[src/common/sched_cfg_pkg.sv]
package sched_cfg_pkg;

    // bank geometry
    localparam int BANK_GROUPS     = 2;
    localparam int BANKS_PER_GROUP = 2;
    localparam int BANKS           = BANK_GROUPS * BANKS_PER_GROUP;
    localparam int BG_BITS         = $clog2(BANK_GROUPS);
    localparam int BANK_BITS       = $clog2(BANKS_PER_GROUP);
    localparam int BANK_IDX_BITS   = BG_BITS + BANK_BITS;  // flat bank number {group, bank}

    // address and data widths
    localparam int ROW_BITS  = 8;
    localparam int COL_BITS  = 4;
    localparam int DATA_BITS = 32;

    // per-bank request queue, depth kept a power of two so pointers wrap
    localparam int QUEUE_DEPTH = 4;
    localparam int PTR_BITS    = $clog2(QUEUE_DEPTH);
    localparam int CNT_BITS    = $clog2(QUEUE_DEPTH + 1);

    // DRAM latencies in controller cycles
    localparam int ACT_LATENCY = 8;  // ACT to RD/WR on the same bank
    localparam int PRE_LATENCY = 5;  // PRE to ACT on the same bank
    localparam int TIMER_BITS  =
        $clog2(ACT_LATENCY > PRE_LATENCY ? ACT_LATENCY : PRE_LATENCY);

endpackage

[src/common/sched_cmd_pkg.sv]
package sched_cmd_pkg;

    // encoding seen by the memory controller
    typedef enum logic [2:0] {
        CMD_READ      = 3'd0,
        CMD_WRITE     = 3'd1,
        CMD_ACTIVATE  = 3'd2,
        CMD_PRECHARGE = 3'd3
    } dram_cmd_e;

    typedef enum logic [1:0] {
        BANK_CLOSED,
        BANK_PRECHARGING,
        BANK_ACTIVATING,
        BANK_OPEN
    } bank_state_e;

    // one queued request, group and bank are implied by the queue it sits in
    typedef struct packed {
        logic [sched_cfg_pkg::ROW_BITS-1:0]  row;
        logic [sched_cfg_pkg::COL_BITS-1:0]  col;
        logic                                write;
        logic [sched_cfg_pkg::DATA_BITS-1:0] data;
    } mem_request_t;

endpackage

[src/common/bank_cmd_if.sv]
interface bank_cmd_if;

    logic                                want;   // level request, held until granted
    sched_cmd_pkg::dram_cmd_e            cmd;
    logic [sched_cfg_pkg::ROW_BITS-1:0]  row;
    logic [sched_cfg_pkg::COL_BITS-1:0]  col;
    logic [sched_cfg_pkg::DATA_BITS-1:0] data;
    logic                                grant;  // command taken this cycle

    modport engine (
        output want, cmd, row, col, data,
        input  grant
    );

    modport arbiter (
        input  want, cmd, row, col, data,
        output grant
    );

endinterface

[src/bank_engine/bank_req_fifo.sv]
module bank_req_fifo (
    input  logic                        clk_in,
    input  logic                        rst_in,
    input  logic                        push,
    input  sched_cmd_pkg::mem_request_t push_req,
    input  logic                        pop,
    output sched_cmd_pkg::mem_request_t head,
    output logic                        empty
);

    sched_cmd_pkg::mem_request_t mem [sched_cfg_pkg::QUEUE_DEPTH];

    logic [sched_cfg_pkg::PTR_BITS-1:0] wr_ptr;
    logic [sched_cfg_pkg::PTR_BITS-1:0] rd_ptr;
    logic [sched_cfg_pkg::CNT_BITS-1:0] count;
    logic                               full;

    assign empty = (count == '0);
    assign full  = (count == sched_cfg_pkg::CNT_BITS'(sched_cfg_pkg::QUEUE_DEPTH));
    assign head  = mem[rd_ptr];  // oldest entry, valid when !empty

    always_ff @(posedge clk_in or posedge rst_in) begin
        if (rst_in) begin
            wr_ptr <= '0;
            rd_ptr <= '0;
            count  <= '0;
        end else begin
            if (push) begin
                wr_ptr <= wr_ptr + 1'b1;  // wraps at depth
            end
            if (pop) begin
                rd_ptr <= rd_ptr + 1'b1;
            end
            case ({push, pop})
                2'b10:   count <= count + 1'b1;
                2'b01:   count <= count - 1'b1;
                default: count <= count;  // none, or push and pop together
            endcase
        end
    end

    // storage
    always_ff @(posedge clk_in) begin
        if (push) begin
            mem[wr_ptr] <= push_req;
        end
    end

    // the input has no back-pressure, so an overflow would silently drop a request
    a_no_overflow: assert property (
        @(posedge clk_in) disable iff (rst_in)
        push |-> !full
    ) else $error("bank queue overflow");

    // the engine only pops on a granted access, which needs a head entry
    a_no_underflow: assert property (
        @(posedge clk_in) disable iff (rst_in)
        pop |-> !empty
    ) else $error("bank queue underflow");

endmodule

[src/bank_engine/bank_engine.sv]
module bank_engine (
    input  logic                        clk_in,
    input  logic                        rst_in,
    input  logic                        empty,
    input  sched_cmd_pkg::mem_request_t head,
    output logic                        pop,
    bank_cmd_if.engine                  port
);

    sched_cmd_pkg::bank_state_e              state;
    logic [sched_cfg_pkg::ROW_BITS-1:0]      open_row;
    logic [sched_cfg_pkg::TIMER_BITS-1:0]    timer;
    logic                                    row_hit;
    logic                                    access_grant;

    assign row_hit = (head.row == open_row);

    // fields always follow the head, want and cmd say whether they matter
    assign port.row  = head.row;
    assign port.col  = head.col;
    assign port.data = head.data;

    // next command needed by the head request
    always_comb begin
        port.want = 1'b0;
        port.cmd  = sched_cmd_pkg::CMD_READ;
        if (!empty) begin
            case (state)
                sched_cmd_pkg::BANK_CLOSED: begin
                    port.want = 1'b1;
                    port.cmd  = sched_cmd_pkg::CMD_ACTIVATE;
                end
                sched_cmd_pkg::BANK_OPEN: begin
                    port.want = 1'b1;
                    if (!row_hit) begin
                        port.cmd = sched_cmd_pkg::CMD_PRECHARGE;  // row miss
                    end else if (head.write) begin
                        port.cmd = sched_cmd_pkg::CMD_WRITE;
                    end else begin
                        port.cmd = sched_cmd_pkg::CMD_READ;
                    end
                end
                default: ;  // wait for the timer
            endcase
        end
    end

    assign access_grant = port.grant &&
                          (port.cmd == sched_cmd_pkg::CMD_READ ||
                           port.cmd == sched_cmd_pkg::CMD_WRITE);
    assign pop = access_grant;  // request retires with its access

    always_ff @(posedge clk_in or posedge rst_in) begin
        if (rst_in) begin
            state <= sched_cmd_pkg::BANK_CLOSED;
            timer <= '0;
        end else begin
            case (state)
                sched_cmd_pkg::BANK_CLOSED: begin
                    if (port.grant) begin
                        state <= sched_cmd_pkg::BANK_ACTIVATING;
                        timer <= sched_cfg_pkg::TIMER_BITS'(sched_cfg_pkg::ACT_LATENCY - 1);
                    end
                end
                sched_cmd_pkg::BANK_OPEN: begin
                    if (port.grant && port.cmd == sched_cmd_pkg::CMD_PRECHARGE) begin
                        state <= sched_cmd_pkg::BANK_PRECHARGING;
                        timer <= sched_cfg_pkg::TIMER_BITS'(sched_cfg_pkg::PRE_LATENCY - 1);
                    end
                end
                sched_cmd_pkg::BANK_PRECHARGING: begin
                    if (timer == '0) begin
                        state <= sched_cmd_pkg::BANK_CLOSED;
                    end else begin
                        timer <= timer - 1'b1;
                    end
                end
                default: begin  // activating
                    if (timer == '0) begin
                        state <= sched_cmd_pkg::BANK_OPEN;
                    end else begin
                        timer <= timer - 1'b1;
                    end
                end
            endcase
        end
    end

    // row captured with the ACT, only meaningful once open
    always_ff @(posedge clk_in) begin
        if (port.grant && state == sched_cmd_pkg::BANK_CLOSED) begin
            open_row <= head.row;
        end
    end

    // whatever the arbiter grants, an access must land on the open row
    a_access_on_open_row: assert property (
        @(posedge clk_in) disable iff (rst_in)
        access_grant |-> (state == sched_cmd_pkg::BANK_OPEN && !empty && row_hit)
    ) else $error("access granted without its row open");

endmodule

[src/hw/command_arbiter.sv]
module command_arbiter (
    input  logic                                    clk_in,
    input  logic                                    rst_in,
    input  logic                                    cmd_ready,
    bank_cmd_if.arbiter                             ports [sched_cfg_pkg::BANKS],
    output logic                                    valid_out,
    output sched_cmd_pkg::dram_cmd_e                cmd_out,
    output logic [sched_cfg_pkg::BG_BITS-1:0]       bank_group_out,
    output logic [sched_cfg_pkg::BANK_BITS-1:0]     bank_out,
    output logic [sched_cfg_pkg::ROW_BITS-1:0]      row_out,
    output logic [sched_cfg_pkg::COL_BITS-1:0]      col_out,
    output logic [sched_cfg_pkg::DATA_BITS-1:0]     val_out
);

    logic [sched_cfg_pkg::BANKS-1:0]         rw_vec;
    logic [sched_cfg_pkg::BANKS-1:0]         act_vec;
    logic [sched_cfg_pkg::BANKS-1:0]         pre_vec;
    logic [sched_cfg_pkg::BANKS-1:0]         class_vec;
    logic [sched_cfg_pkg::BANKS-1:0]         grant_vec;
    sched_cmd_pkg::dram_cmd_e                cmd_arr  [sched_cfg_pkg::BANKS];
    logic [sched_cfg_pkg::ROW_BITS-1:0]      row_arr  [sched_cfg_pkg::BANKS];
    logic [sched_cfg_pkg::COL_BITS-1:0]      col_arr  [sched_cfg_pkg::BANKS];
    logic [sched_cfg_pkg::DATA_BITS-1:0]     data_arr [sched_cfg_pkg::BANKS];
    logic [sched_cfg_pkg::BANK_IDX_BITS-1:0] sel_idx;
    logic                                    sel_valid;

    // flatten the interface array, it can only be indexed by constants
    for (genvar b = 0; b < sched_cfg_pkg::BANKS; b++) begin : g_port
        assign cmd_arr[b]  = ports[b].cmd;
        assign row_arr[b]  = ports[b].row;
        assign col_arr[b]  = ports[b].col;
        assign data_arr[b] = ports[b].data;
        assign rw_vec[b]   = ports[b].want &&
                             (ports[b].cmd == sched_cmd_pkg::CMD_READ ||
                              ports[b].cmd == sched_cmd_pkg::CMD_WRITE);
        assign act_vec[b]  = ports[b].want && ports[b].cmd == sched_cmd_pkg::CMD_ACTIVATE;
        assign pre_vec[b]  = ports[b].want && ports[b].cmd == sched_cmd_pkg::CMD_PRECHARGE;
        assign ports[b].grant = grant_vec[b];

        // an engine keeps its request and fields steady until the grant takes them
        a_want_held: assert property (
            @(posedge clk_in) disable iff (rst_in)
            ports[b].want && !grant_vec[b] |=>
                ports[b].want && $stable(cmd_arr[b]) && $stable(row_arr[b]) &&
                $stable(col_arr[b])
        ) else $error("bank request changed before its grant");
    end

    // rd/wr before act before pre
    assign class_vec = (rw_vec != '0)  ? rw_vec  :
                       (act_vec != '0) ? act_vec : pre_vec;

    always_comb begin
        sel_idx = '0;
        for (int i = sched_cfg_pkg::BANKS - 1; i >= 0; i--) begin
            if (class_vec[i]) begin
                sel_idx = sched_cfg_pkg::BANK_IDX_BITS'(i);  // lowest bank wins
            end
        end
    end

    assign sel_valid = cmd_ready && (class_vec != '0);
    assign grant_vec = sel_valid ? (sched_cfg_pkg::BANKS'(1) << sel_idx) : '0;

    always_ff @(posedge clk_in or posedge rst_in) begin
        if (rst_in) begin
            valid_out <= 1'b0;
            cmd_out   <= sched_cmd_pkg::CMD_READ;
        end else begin
            valid_out <= sel_valid;  // one pulse per granted command
            if (sel_valid) begin
                cmd_out <= cmd_arr[sel_idx];
            end
        end
    end

    always_ff @(posedge clk_in) begin
        if (sel_valid) begin
            bank_group_out <= sel_idx[sched_cfg_pkg::BANK_IDX_BITS-1 -: sched_cfg_pkg::BG_BITS];
            bank_out       <= sel_idx[sched_cfg_pkg::BANK_BITS-1:0];
            row_out        <= row_arr[sel_idx];
            col_out        <= col_arr[sel_idx];
            val_out        <= (cmd_arr[sel_idx] == sched_cmd_pkg::CMD_WRITE) ?
                              data_arr[sel_idx] : '0;
        end
    end

endmodule

[src/hw/request_scheduler.sv]
module request_scheduler (
    input  logic                                    clk_in,
    input  logic                                    rst_in,
    input  logic                                    valid_in,
    input  logic [sched_cfg_pkg::BG_BITS-1:0]       bank_group_in,
    input  logic [sched_cfg_pkg::BANK_BITS-1:0]     bank_in,
    input  logic [sched_cfg_pkg::ROW_BITS-1:0]      row_in,
    input  logic [sched_cfg_pkg::COL_BITS-1:0]      col_in,
    input  logic                                    write_in,
    input  logic [sched_cfg_pkg::DATA_BITS-1:0]     val_in,
    input  logic                                    cmd_ready,  // controller can take a command
    output logic                                    valid_out,
    output sched_cmd_pkg::dram_cmd_e                cmd_out,
    output logic [sched_cfg_pkg::BG_BITS-1:0]       bank_group_out,
    output logic [sched_cfg_pkg::BANK_BITS-1:0]     bank_out,
    output logic [sched_cfg_pkg::ROW_BITS-1:0]      row_out,
    output logic [sched_cfg_pkg::COL_BITS-1:0]      col_out,
    output logic [sched_cfg_pkg::DATA_BITS-1:0]     val_out
);

    logic [sched_cfg_pkg::BANK_IDX_BITS-1:0] req_bank;
    sched_cmd_pkg::mem_request_t             req;

    bank_cmd_if bank_port [sched_cfg_pkg::BANKS] ();

    assign req_bank  = {bank_group_in, bank_in};  // flat bank number
    assign req.row   = row_in;
    assign req.col   = col_in;
    assign req.write = write_in;
    assign req.data  = val_in;

    for (genvar b = 0; b < sched_cfg_pkg::BANKS; b++) begin : g_bank
        logic                        push;
        logic                        pop;
        logic                        empty;
        sched_cmd_pkg::mem_request_t head;

        assign push = valid_in && (req_bank == sched_cfg_pkg::BANK_IDX_BITS'(b));

        bank_req_fifo u_fifo (
            .clk_in   (clk_in),
            .rst_in   (rst_in),
            .push     (push),
            .push_req (req),
            .pop      (pop),
            .head     (head),
            .empty    (empty)
        );

        bank_engine u_engine (
            .clk_in (clk_in),
            .rst_in (rst_in),
            .empty  (empty),
            .head   (head),
            .pop    (pop),
            .port   (bank_port[b])
        );
    end

    command_arbiter u_arbiter (
        .clk_in         (clk_in),
        .rst_in         (rst_in),
        .cmd_ready      (cmd_ready),
        .ports          (bank_port),
        .valid_out      (valid_out),
        .cmd_out        (cmd_out),
        .bank_group_out (bank_group_out),
        .bank_out       (bank_out),
        .row_out        (row_out),
        .col_out        (col_out),
        .val_out        (val_out)
    );

endmodule

[config.mk]
export PLATFORM = sky130hd
export DESIGN_NAME = request_scheduler
export DESIGN_NICKNAME = d
export VERILOG_FILES = /design/src/common/sched_cfg_pkg.sv /design/src/common/sched_cmd_pkg.sv /design/src/common/bank_cmd_if.sv /design/src/bank_engine/bank_req_fifo.sv /design/src/bank_engine/bank_engine.sv /design/src/hw/command_arbiter.sv /design/src/hw/request_scheduler.sv
export SDC_FILE = /design/constraint.sdc
export NUM_CORES = 1
export LEC_CHECK = 0
export BUFFER_PORTS_ARGS = -buffer_cell sky130_fd_sc_hd__buf_2
export CAP_MARGIN = 20
export CORE_MARGIN = 1
export CORE_UTILIZATION = 50
export DETAILED_ROUTE_END_ITERATION = 10
export HOLD_SLACK_MARGIN = 0.08
export MAX_ROUTING_LAYER = met4
export PLACE_DENSITY_LB_ADDON = 0.25
export SYNTH_ARGS = -nofsm -noshare
export SYNTH_HDL_FRONTEND = slang
export SYNTH_SLANG_ARGS = --single-unit
[constraint.sdc]
create_clock -name clk_in -period 6.3 [get_ports clk_in]
set_input_delay 0.315 -clock clk_in [delete_from_list [all_inputs] [get_ports clk_in]]
set_output_delay 0.315 -clock clk_in [all_outputs]
set_load 0.03 [all_outputs]
After elaboration in Yosys (flattened, before gate mapping):

Memories as Yosys holds them, arrays and structs flattened.
Cells that the tools add are included.

* register bits after elaboration: 130
* memories: 4
* input port bits: 51
* logic and storage cells: 274
* memory bits (read-only): 0
* bits in writable memories: 720
* latch bits: 0

* equality and inequality tests: 52
* reductions and logical operators: 73
* bitwise operators: 1
* magnitude comparators: 1
* add/sub/neg operators: 20
* multipliers: 0
* mux-type cells: 91
* shifts and indexed selects: 1
* divide/modulo/power cells: 0

Memories
* g_bank[0].u_fifo.mem: depth 4, bits a word 45, read ports 1, clocked after Yosys merged registers in 0, wr ports 1, RTL line bank_req_fifo.sv:11 `sched_cmd_pkg::mem_request_t mem [sched_cfg_pkg::QUEUE_DEPTH];`
* g_bank[1].u_fifo.mem: depth 4, bits a word 45, read ports 1, clocked after Yosys merged registers in 0, wr ports 1, RTL line bank_req_fifo.sv:11
* g_bank[2].u_fifo.mem: depth 4, bits a word 45, read ports 1, clocked after Yosys merged registers in 0, wr ports 1, RTL line bank_req_fifo.sv:11
* g_bank[3].u_fifo.mem: depth 4, bits a word 45, read ports 1, clocked after Yosys merged registers in 0, wr ports 1, RTL line bank_req_fifo.sv:11

Operators with widths (number)
* $pmux 3 s2: 12
* $mux 3: 22
* $bmux 32 s2: 1
* $mux 32: 2
* $mux 2: 20
* $logic_not 3->1: 12
* $eq 8x8->1: 4
* $logic_and 1x1->1: 29
* $eq 3x2->1 const B: 8
* $ne 2x1->1 const B: 12
* $pmux 2 s3: 4
* $sub 3x1->3 const B: 8
* $eq 2x2->1 const B: 10
* $mux 1: 20
* $mux 4: 5
* $eq 2x1->1 const B: 9
* $add 2x1->2 const B: 8
* $bmux 8 s2: 1
* $mux 8: 2
* $reduce_and 4->1: 4
* $eq 3x1->1 const B: 5
* $add 3x1->3 const B: 4
* $ne 3x3->1 const B: 4
* $reduce_and 3->1: 4
* 11 further kinds: 29

Logic depth before layout (Yosys ltp):

Gate-level depths: netlist (run 1).
An unclocked memory read counts as a cell.

* word-level depth: 19
* gate-level depth with buffers: 17
* mapped depth without buffers: 16

Hierarchy:

From an unflattened synthesis (run 1), not the netlist that was laid out.

* cell total of the unflattened synthesis: 1964
* area total of the unflattened synthesis: 36676.4 um2

By module, submodules not included
* bank_req_fifo: area each 6910.4 um2, instances 4, cells an instance 271, sequential area each 5580.4 um2
* bank_engine: area each 1162.4 um2, instances 4, cells an instance 118, sequential area each 365.4 um2
* command_arbiter: area each 4347.9 um2, instances 1, cells an instance 404, sequential area each 1481.4 um2
* request_scheduler: area each 37.5 um2, instances 1, cells an instance 4, sequential area each 0.0 um2

Worst setup path before layout (run 1):

OpenSTA, ideal clock, no wires.

* path kind: reg-to-reg
* start: register g_bank[3].u_fifo.rd_ptr[0] in the netlist's numbering
* end: register g_bank[3].u_fifo.count[2] in the netlist's numbering
* arrival: 3951 ps
* path slack: 2270 ps
* cell stages (with the launch flop): 17
* path buffers: 1
* setup time: 79 ps
* data required time: 6221 ps
* cells stage by stage: dfrtp_1 buf_6 mux4_2 xnor2_1 nand4_1 or2_1 a2111o_1 nand3_2 o311ai_2 a2111o_1 nor2_1 ha_1 inv_1 fa_1 xor2_1 nor2_1 xor2_1

* cells in the longest elaborated chain, start to end: 19

RTL lines
* from (decl): RTL line bank_req_fifo.sv:14 `logic [sched_cfg_pkg::PTR_BITS-1:0] rd_ptr;`
* from (signal assigned): RTL line bank_req_fifo.sv:32 `rd_ptr <= rd_ptr + 1'b1;`
* $mem_v2 4x45 *
* net bank_port[3].row, one bit: RTL line bank_cmd_if.sv:5 `logic [sched_cfg_pkg::ROW_BITS-1:0] row;`
* $eq 8x8->1 *: RTL line bank_engine.sv:16 `assign row_hit = (head.row == open_row);`
* $mux 3 *: RTL line bank_engine.sv:35 `if (!row_hit) begin`
* $pmux 3 s2 *: RTL line bank_engine.sv:28 `case (state)`
* $mux 3 *: RTL line bank_engine.sv:27 `if (!empty) begin`
* $eq 3x2->1, or another cell as far along: RTL line command_arbiter.sv:36 `assign act_vec[b] = ports[b].want && ports[b].cmd == sched_cmd_pkg::CMD_ACTIVATE;`
* $logic_and 1x1->1 / $logic_or 1x1->1 (equally long branches): RTL line command_arbiter.sv:36, bank_engine.sv:49, command_arbiter.sv:34
* [2 not listed]
* $mux 4: RTL line command_arbiter.sv:50 `assign class_vec = (rw_vec != '0) ? rw_vec :`
* $mux 2 (4 in series): RTL line command_arbiter.sv:56 `if (class_vec[i]) begin`
* $shl 1x2->4: RTL line command_arbiter.sv:63 `assign grant_vec = sel_valid ? (sched_cfg_pkg::BANKS'(1) << sel_idx) : '0;`
* $mux 4: RTL line command_arbiter.sv:63
* $logic_and 1x1->1 *: RTL line bank_engine.sv:48 `assign access_grant = port.grant &&`
* net g_bank[3].pop: RTL line request_scheduler.sv:34 `logic pop;`
* $eq 2x1->1 / $eq 2x2->1 (equally long branches): RTL line bank_req_fifo.sv:34 `case ({push, pop})`
* $pmux 3 s2 / $reduce_bool 2->1 (equally long branches)
* to (signal assigned): RTL line bank_req_fifo.sv:35 `2'b10: count <= count + 1'b1;`
* to (signal assigned): RTL line bank_req_fifo.sv:36 `2'b01: count <= count - 1'b1;`
* to (signal assigned): RTL line bank_req_fifo.sv:37 `default: count <= count;`
* to (decl): RTL line bank_req_fifo.sv:15 `logic [sched_cfg_pkg::CNT_BITS-1:0] count;`

The timed path passes the listed nets; every way through them passes the cells marked *.
A chain may end at the register's enable or synchronous reset.

Worst setup path after layout (run 1):

* start: register g_bank[3].u_fifo.rd_ptr[0] in the netlist's numbering
* end: register u_arbiter.val_out[12] in the netlist's numbering (data pin)

* cells in the longest elaborated chain, start to end: 19

RTL lines
* $mem_v2 4x45 *
* net bank_port[3].row, one bit: RTL line bank_cmd_if.sv:5
* $eq 8x8->1 *: RTL line bank_engine.sv:16
* $mux 3 *: RTL line bank_engine.sv:35
* $pmux 3 s2 *: RTL line bank_engine.sv:28
* $mux 3 *: RTL line bank_engine.sv:27
* $eq 3x2->1, or another cell as far along: RTL line command_arbiter.sv:36
* $logic_and 1x1->1 / $logic_or 1x1->1 (equally long branches): RTL line command_arbiter.sv:36, command_arbiter.sv:34
* $reduce_bool 4->1 / $logic_and 1x1->1 (equally long branches): RTL line command_arbiter.sv:51, command_arbiter.sv:33
* $mux 4 / $reduce_bool 4->1 (equally long branches): RTL line command_arbiter.sv:51, command_arbiter.sv:50
* $mux 4: RTL line command_arbiter.sv:50
* $mux 2 (4 in series): RTL line command_arbiter.sv:56
* $not 2->3 (not written as such): RTL line command_arbiter.sv:83, command_arbiter.sv:84
* $bmux 3 s2: RTL line command_arbiter.sv:83 `val_out <= (cmd_arr[sel_idx] == sched_cmd_pkg::CMD_WRITE) ?`
* $mux 3 (not written as such) (2 in series): RTL line command_arbiter.sv:83
* $eq 3x1->1: RTL line command_arbiter.sv:83
* to (signal assigned): RTL line command_arbiter.sv:83
* to (decl): RTL line command_arbiter.sv:12 `output logic [sched_cfg_pkg::DATA_BITS-1:0] val_out`

The timed path passes the listed nets; every way through them passes the cells marked *. The select of a mux whose other input is x is not followed.

==> results of run 1 <==
[worst register-to-register path, stage by stage, from the launching register on]
cell,delay (ps)
dfrtp_4,790
mux4_2,680
xnor2_1,200
nand4_1,190
or2_1,320
a2111o_1,550
and2_1,260
a21oi_1,280
and2_2,760
buf_4,470
a22oi_1,190
a31oi_1,210
[final timing paths]
check | end | slack (ps) | cells past startpoint
min reg2reg | g_bank[0].u_fifo.count[2] | 460 | 1
min in group asynchronous | g_bank[0].u_fifo.wr_ptr[1] | 420 | 4
max reg2reg | u_arbiter.val_out[12] | 1240 | 11
max in group asynchronous | g_bank[3].u_fifo.rd_ptr[0] | 5280 | 4
max | u_arbiter.val_out[12] | 1240 | 11
min | g_bank[2].u_fifo.mem[0][39] | 110 | 1
[where the power goes]
part	switching (mW)	internal (mW)	total, mW
logic	4.16	2.57	6.73
registers	0.594	7.05	7.64
clock network	2.07	2.91	4.98
total	6.83	12.5	19.3
[area by class of cell]
| type | count | share of cell area |
|---|---|---|
| Clock inverter | 41 | 0.009811 |
| Antenna cell | 4 | 0.0002616 |
| Clock buffer | 116 | 0.06246 |
| Inverter | 52 | 0.005102 |
| Multi-Input combinational cell | 704 | 0.2013 |
| Sequential cell | 849 | 0.6602 |
| Timing Repair Buffer | 182 | 0.03264 |
| Tap cell | 864 | 0.02826 |
[Yosys cell counts (7+ instances only)]
| cell | n | area share |
|---|---|---|
| xor2_1 | 12 | 0.0031 |
| nor2_1 | 34 | 0.0038 |
| nor3_1 | 11 | 0.0016 |
| a31oi_1 | 35 | 0.0066 |
| nand3_1 | 14 | 0.0021 |
| dfrtp_1 | 51 | 0.038 |
| buf_2 | 17 | 0.0025 |
| mux2i_1 | 7 | 0.0021 |
| edfxtp_1 | 798 | 0.72 |
| nand4_1 | 7 | 0.0013 |
| xnor2_1 | 44 | 0.012 |
| a22oi_1 | 37 | 0.0083 |
| ha_1 | 44 | 0.016 |
| mux4_2 | 180 | 0.12 |
| nand2_1 | 114 | 0.013 |
| a22o_1 | 10 | 0.0026 |
| a221o_1 | 9 | 0.0027 |
| buf_1 | 12 | 0.0013 |
| clkbuf_1 | 33 | 0.0037 |
| inv_1 | 52 | 0.0058 |
| and2_1 | 27 | 0.0051 |
| o21ai_0 | 14 | 0.0021 |
| a21oi_1 | 11 | 0.0016 |
[flip-flops by register name, indices dropped and copies added (netlist names), 2 cells and up]
register	count
g_bank.u_fifo.mem	720
g_bank.u_engine.timer	12
u_arbiter.val_out	32
u_arbiter.row_out	8
u_arbiter.col_out	4
u_arbiter.cmd_out	2
g_bank.u_fifo.wr_ptr	8
g_bank.u_engine.open_row	32
g_bank.u_fifo.count	12
g_bank.u_fifo.rd_ptr	8
g_bank.u_engine.state	8
[cells by family after synthesis]
| group | count (synthesis) | synth area share |
|---|---|---|
| buffers and inverters | 119 | 0.01469 |
| and+or+nand+nor | 239 | 0.03339 |
| other | 1 | 0.0001123 |
| DFF | 849 | 0.7559 |
| xor gates and xnor gates | 56 | 0.01469 |
| muxes | 188 | 0.1239 |
| adders and majority gates | 48 | 0.01889 |
| AOI/OAI and AO/OA | 172 | 0.03845 |
[per-layer routing]
layer / global-route usage / share of wire
met1: 0.3105 / 0.41
met2: 0.3730 / 0.50
met3: 0.03856 / 0.066
met4: 0.06222 / 0.023
met5: - / 0
==> impl_metrics.yaml, run 1 <==
run_status:
  status: "finished, final reports clean"
placement:
  numPortBuffers: 99
  dpl_cell_area_mm2: 0.03501
  dp_hpwl_um: 40030
  pre_cts_slack_ps: 1241
  gp_congestion: 0.8233
  placedCellCount: 2604
logic_synthesis:
  synth-seq-cells: 849
  synth_warnings: 0
  ys_seq_area_frac: 0.7559
  synth_cell_types: 69
  synth_nets: 1771
  ys_async_sr_fraction: 0.06007
  syn_area_per_cell_um2: 19.97
  netlist_area_mm2: 0.03339
  synthFlopType: "edfxtp_1"
  synth-edff-count: 798
  netlist_instances: 1672
clock_network:
  clock_tree.buffer_depth: 3
  insertion_delay_ps: 640
  cts_buffers: 86
  postCtsSetupRepairBufs: 0
  clockRootBuffer: "clkbuf_16"
  cts_tree: "yes"
  cts.sinks: 849
  path_clk_slew_ps: 60
  htree_levels: 3
  ctsResizeCount: 0
  cts_hold_buffers: 47
sta:
  fin_crit_ps: 5061
  final_max_slew_viol_count: 0
  setup_viol: 0
  fin_tns_setup_ps: 0
  holdWs_ps: 109.2
  grt_setup_unrepaired: "no"
  fin_crit_sh: 0.8033
  fin_ws_ps: 1239
  fmaxAchievable_mhz: 197.6
  relSlewSlack: 0.2550
  worstMarginPinSlew_ps: 1115
  skew_ps: 31.32
  final_hold_viol_count: 0
power:
  ir_drop_v: 0.0005061
  power.density_mw_per_mm2: 505.7
  p_leak_nw: 12.66
  power_mw: 19.35
final_layout:
  ff_latch_area_mm2: 0.02526
  nFillCells: 4803
  drive_gt1_frac: 0.2464
  final_cell_mix: "798 x edfxtp_1, 180 x mux4_2, 114 x nand2_1, 99 x buf_2, 90 x clkbuf_16"
  final_area_mm2: 0.03826
  nets: 1974
  multi_input_area_mm2: 0.007700
  area_delta_synth_final_pct: 14.59
  final_core_util: 0.5809
  final_common_cell: "edfxtp_1"
  final_cell_count_no_fill: 2812
global_routing:
  antenna_found_initial: 4
  grt_pass1_wl_um: 110800
  grt_max_degree: 52
  grt_pass1_vias: 17230
  grt_use_total: 0.2323
  gr-total-overflow: 0
critical_path:
  startpoint_type: "flip-flop"
  critPathMaxStageDelay_ps: 790
  cpLargestDelayFamily: "simple AND/OR/NAND/NOR gates"
  timing.rr.start: "g_bank[3].u_fifo.rd_ptr[0]"
  crit_slowest_cell: "dfrtp_4"
  crit_path_end_kind: "flip-flop"
  required_ps: 6760
  crit_path_start: "g_bank[3].u_fifo.rd_ptr[0]"
  cp.arrival_ps: 5520
  crit_fanout: 24
  crit_type: "reg2reg"
  worst-path-buf-inv: 1
  worstPathCellList: "mux4_2 > xnor2_1 > nand4_1 > or2_1 > a2111o_1 > and2_1 > a21oi_1 > and2_2 > buf_4 > a22oi_1 > a31oi_1"
drt:
  drt_first_pass_iters: 5
  viasPerCell: 5.936
  drt_wl_total_um: 73550
  wl_per_cell_um: 26.15
  ant_nets: 0
  drtIter0Drc: 1602
  num_vias: 16690
  drc: 0
die:
  dieHeight_um: 260.4
  core-area_mm2: 0.06586
  rows: 94
  ios: 101
  fp.dieArea_mm2: 0.06781
  initial_utilization: 0.5069
  die_w_um: 260.4
flow_run:
  drv_cap: 0
min_path:
  hold_class: "in2reg"
  hp-start: "row_in[2]"
No activity file was read; power rests on OpenSTA's default activity.
==> run 2, diff against run 1 <==
==> constraint.sdc (replaced) <==
create_clock -name clk_in -period 4.5 [get_ports clk_in]
set_input_delay 0.225 -clock clk_in [delete_from_list [all_inputs] [get_ports clk_in]]
set_output_delay 0.225 -clock clk_in [all_outputs]
set_load 0.03 [all_outputs]
==> run 2 against run 1 <==
Setup slack worse by 1100 ps; critical path type unchanged; core utilization up 0.79 points; count of clock-buffer cells in the layout unchanged; global-route usage rose by 0.60 points; highest routed layer unchanged; die area did not move; worst hold slack improved by 60 ps; cell count rose by 2.0%; register-to-register slack worse by 1100 ps; routed wire length is 3.6% higher; first-iteration DRC count is 13% higher; flip-flop and latch count did not move.
==> impl_metrics.yaml, run 2 (synthesis results as in run 1) <==
run_status:
  status: "finished, final reports clean"
sta:
  fin_crit_sh: 0.9598
  fmaxAchievable_mhz: 231.5
  setup_viol: 0
  relSlewSlack: 0.2392
  final_hold_viol_count: 0
  worstMarginPinSlew_ps: 1141
  fin_crit_ps: 4319
  skew_ps: 30.04
  final_max_slew_viol_count: 0
  grt_setup_unrepaired: "yes"
  fin_ws_ps: 180.7
critical_path:
  startpoint_type: "flip-flop"
  required_ps: 4970
  cp.arrival_ps: 4790
  crit_fanout: 16
  crit_path_end_kind: "flip-flop"
  crit_type: "reg2reg"
placement:
  numPortBuffers: 99
  gp_congestion: 0.8673
  dp_hpwl_um: 45960
  dpl_cell_area_mm2: 0.03548
  placedCellCount: 2654
  pre_cts_slack_ps: 52.61
clock_network:
  clockRootBuffer: "clkbuf_16"
  cts_tree: "yes"
  path_clk_slew_ps: 60
  cts_buffers: 85
  htree_levels: 3
  insertion_delay_ps: 660
  clock_tree.buffer_depth: 3
  cts.sinks: 849
die:
  die_w_um: 260.4
  fp.dieArea_mm2: 0.06781
  initial_utilization: 0.5069
  ios: 101
  dieHeight_um: 260.4
  rows: 94
  core-area_mm2: 0.06586
global_routing:
  gr-total-overflow: 0
  grt_max_degree: 46
  grt_pass1_wl_um: 112600
  antenna_found_initial: 4
  grt_pass1_vias: 17310
  grt_use_total: 0.2383
final_layout:
  final_cell_mix: "798 x edfxtp_1, 180 x mux4_2, 114 x nand2_1, 99 x buf_2, 85 x clkbuf_16"
  final_area_mm2: 0.03878
  final_cell_count_no_fill: 2869
  largest_register_ffs: 720
  drive_gt1_frac: 0.2672
  area_delta_synth_final_pct: 16.15
  nFillCells: 4786
  final_common_cell: "edfxtp_1"
  max_flop_register: "g_bank.u_fifo.mem"
  nets: 2033
  top_regs: "g_bank.u_fifo.mem (720), g_bank.u_engine.open_row (32), u_arbiter.val_out (32)"
power:
  p_leak_nw: 12.95
  power_mw: 27.63
  ir_drop_v: 0.0005604
  power.density_mw_per_mm2: 712.5
drt:
  drc: 0
  drtIter0Drc: 1812
  ant_nets: 0
  drt_first_pass_iters: 5
  wl_per_cell_um: 26.56
  viasPerCell: 5.929
  drt_wl_total_um: 76200
  num_vias: 17010
min_path:
  hold_class: "in2async"
flow_run:
  drv_cap: 0
run 2: per-layer routing:
layer  share of wire  wire length [µm]  GRT usage
met1            0.42             32270     0.3296
met2            0.49             37100     0.3717
met3           0.067              5104    0.03807
met4           0.023              1729    0.06368
met5               0                 0          -
run 2: worst max-delay path, stage by stage, from the launching register on:
cell and delay [ps]:
dfrtp_4 450, buf_12 140, mux4_2 520, xnor2_1 210
nand4_1 230, or2_1 320, a2111o_1 470, buf_4 180
and2_1 200, a21oi_2 170, buf_4 140, and2_2 380
buf_4 380, a22oi_1 140, a31oi_1 210
run 2: metrics by stage:
step	TNS [ps]	util	hold slack [ps]
finish	0	0.5888	168.7
floorplan	0	-	323.9
global route	-45.54	0.5888	208.9
global placement	0	0.5386	287.3
CTS	0	0.5870	172.3
detailed placement	0	0.5386	299.9
run 2: where the power goes:
part	total, mW	switching [mW]	internal [mW]
clock	6.74	2.97	3.77
combinational	10.5	6.37	4.09
sequential	10.4	0.567	9.87
run 2: worst paths after layout:
kind,startpoint,endpoint,slack [ps],depth (start not counted)
worst max-delay path,g_bank[3].u_fifo.rd_ptr[0],u_arbiter.val_out[29],180,14
worst min-delay path,rst_in,g_bank[0].u_fifo.count[2],170,3
worst max register to register,g_bank[3].u_fifo.rd_ptr[0],u_arbiter.val_out[29],180,14
worst min register to register,g_bank[1].u_fifo.count[2],g_bank[1].u_fifo.count[2],470,1
max in group asynchronous,rst_in,g_bank[1].u_fifo.rd_ptr[0],3470,4
min in group clk_in,g_bank[1].u_fifo.count[2],g_bank[1].u_fifo.count[2],470,1
run 2: repair_timing:
action                                  in CTS  in global routing
gates resized for setup                      0                 10
setup buffers                                0                  5
hold buffers                                52                  0
endpoints found under the setup margin       0                 45
hold endpoints to repair                   749                  0
run 2: area by class of cell:
class | instances | area, µm² | share of cell area
diodes | 3 | 7.507 | 0.0001936
clock inverters | 39 | 380.4 | 0.009808
flip-flops and latches | 849 | 25260 | 0.6514
inverters | 52 | 195.2 | 0.005033
multi-input cells | 704 | 7740 | 0.1996
well taps | 864 | 1081 | 0.02788
clock buffers | 116 | 2283 | 0.05888
repair buffers | 242 | 1831 | 0.04720
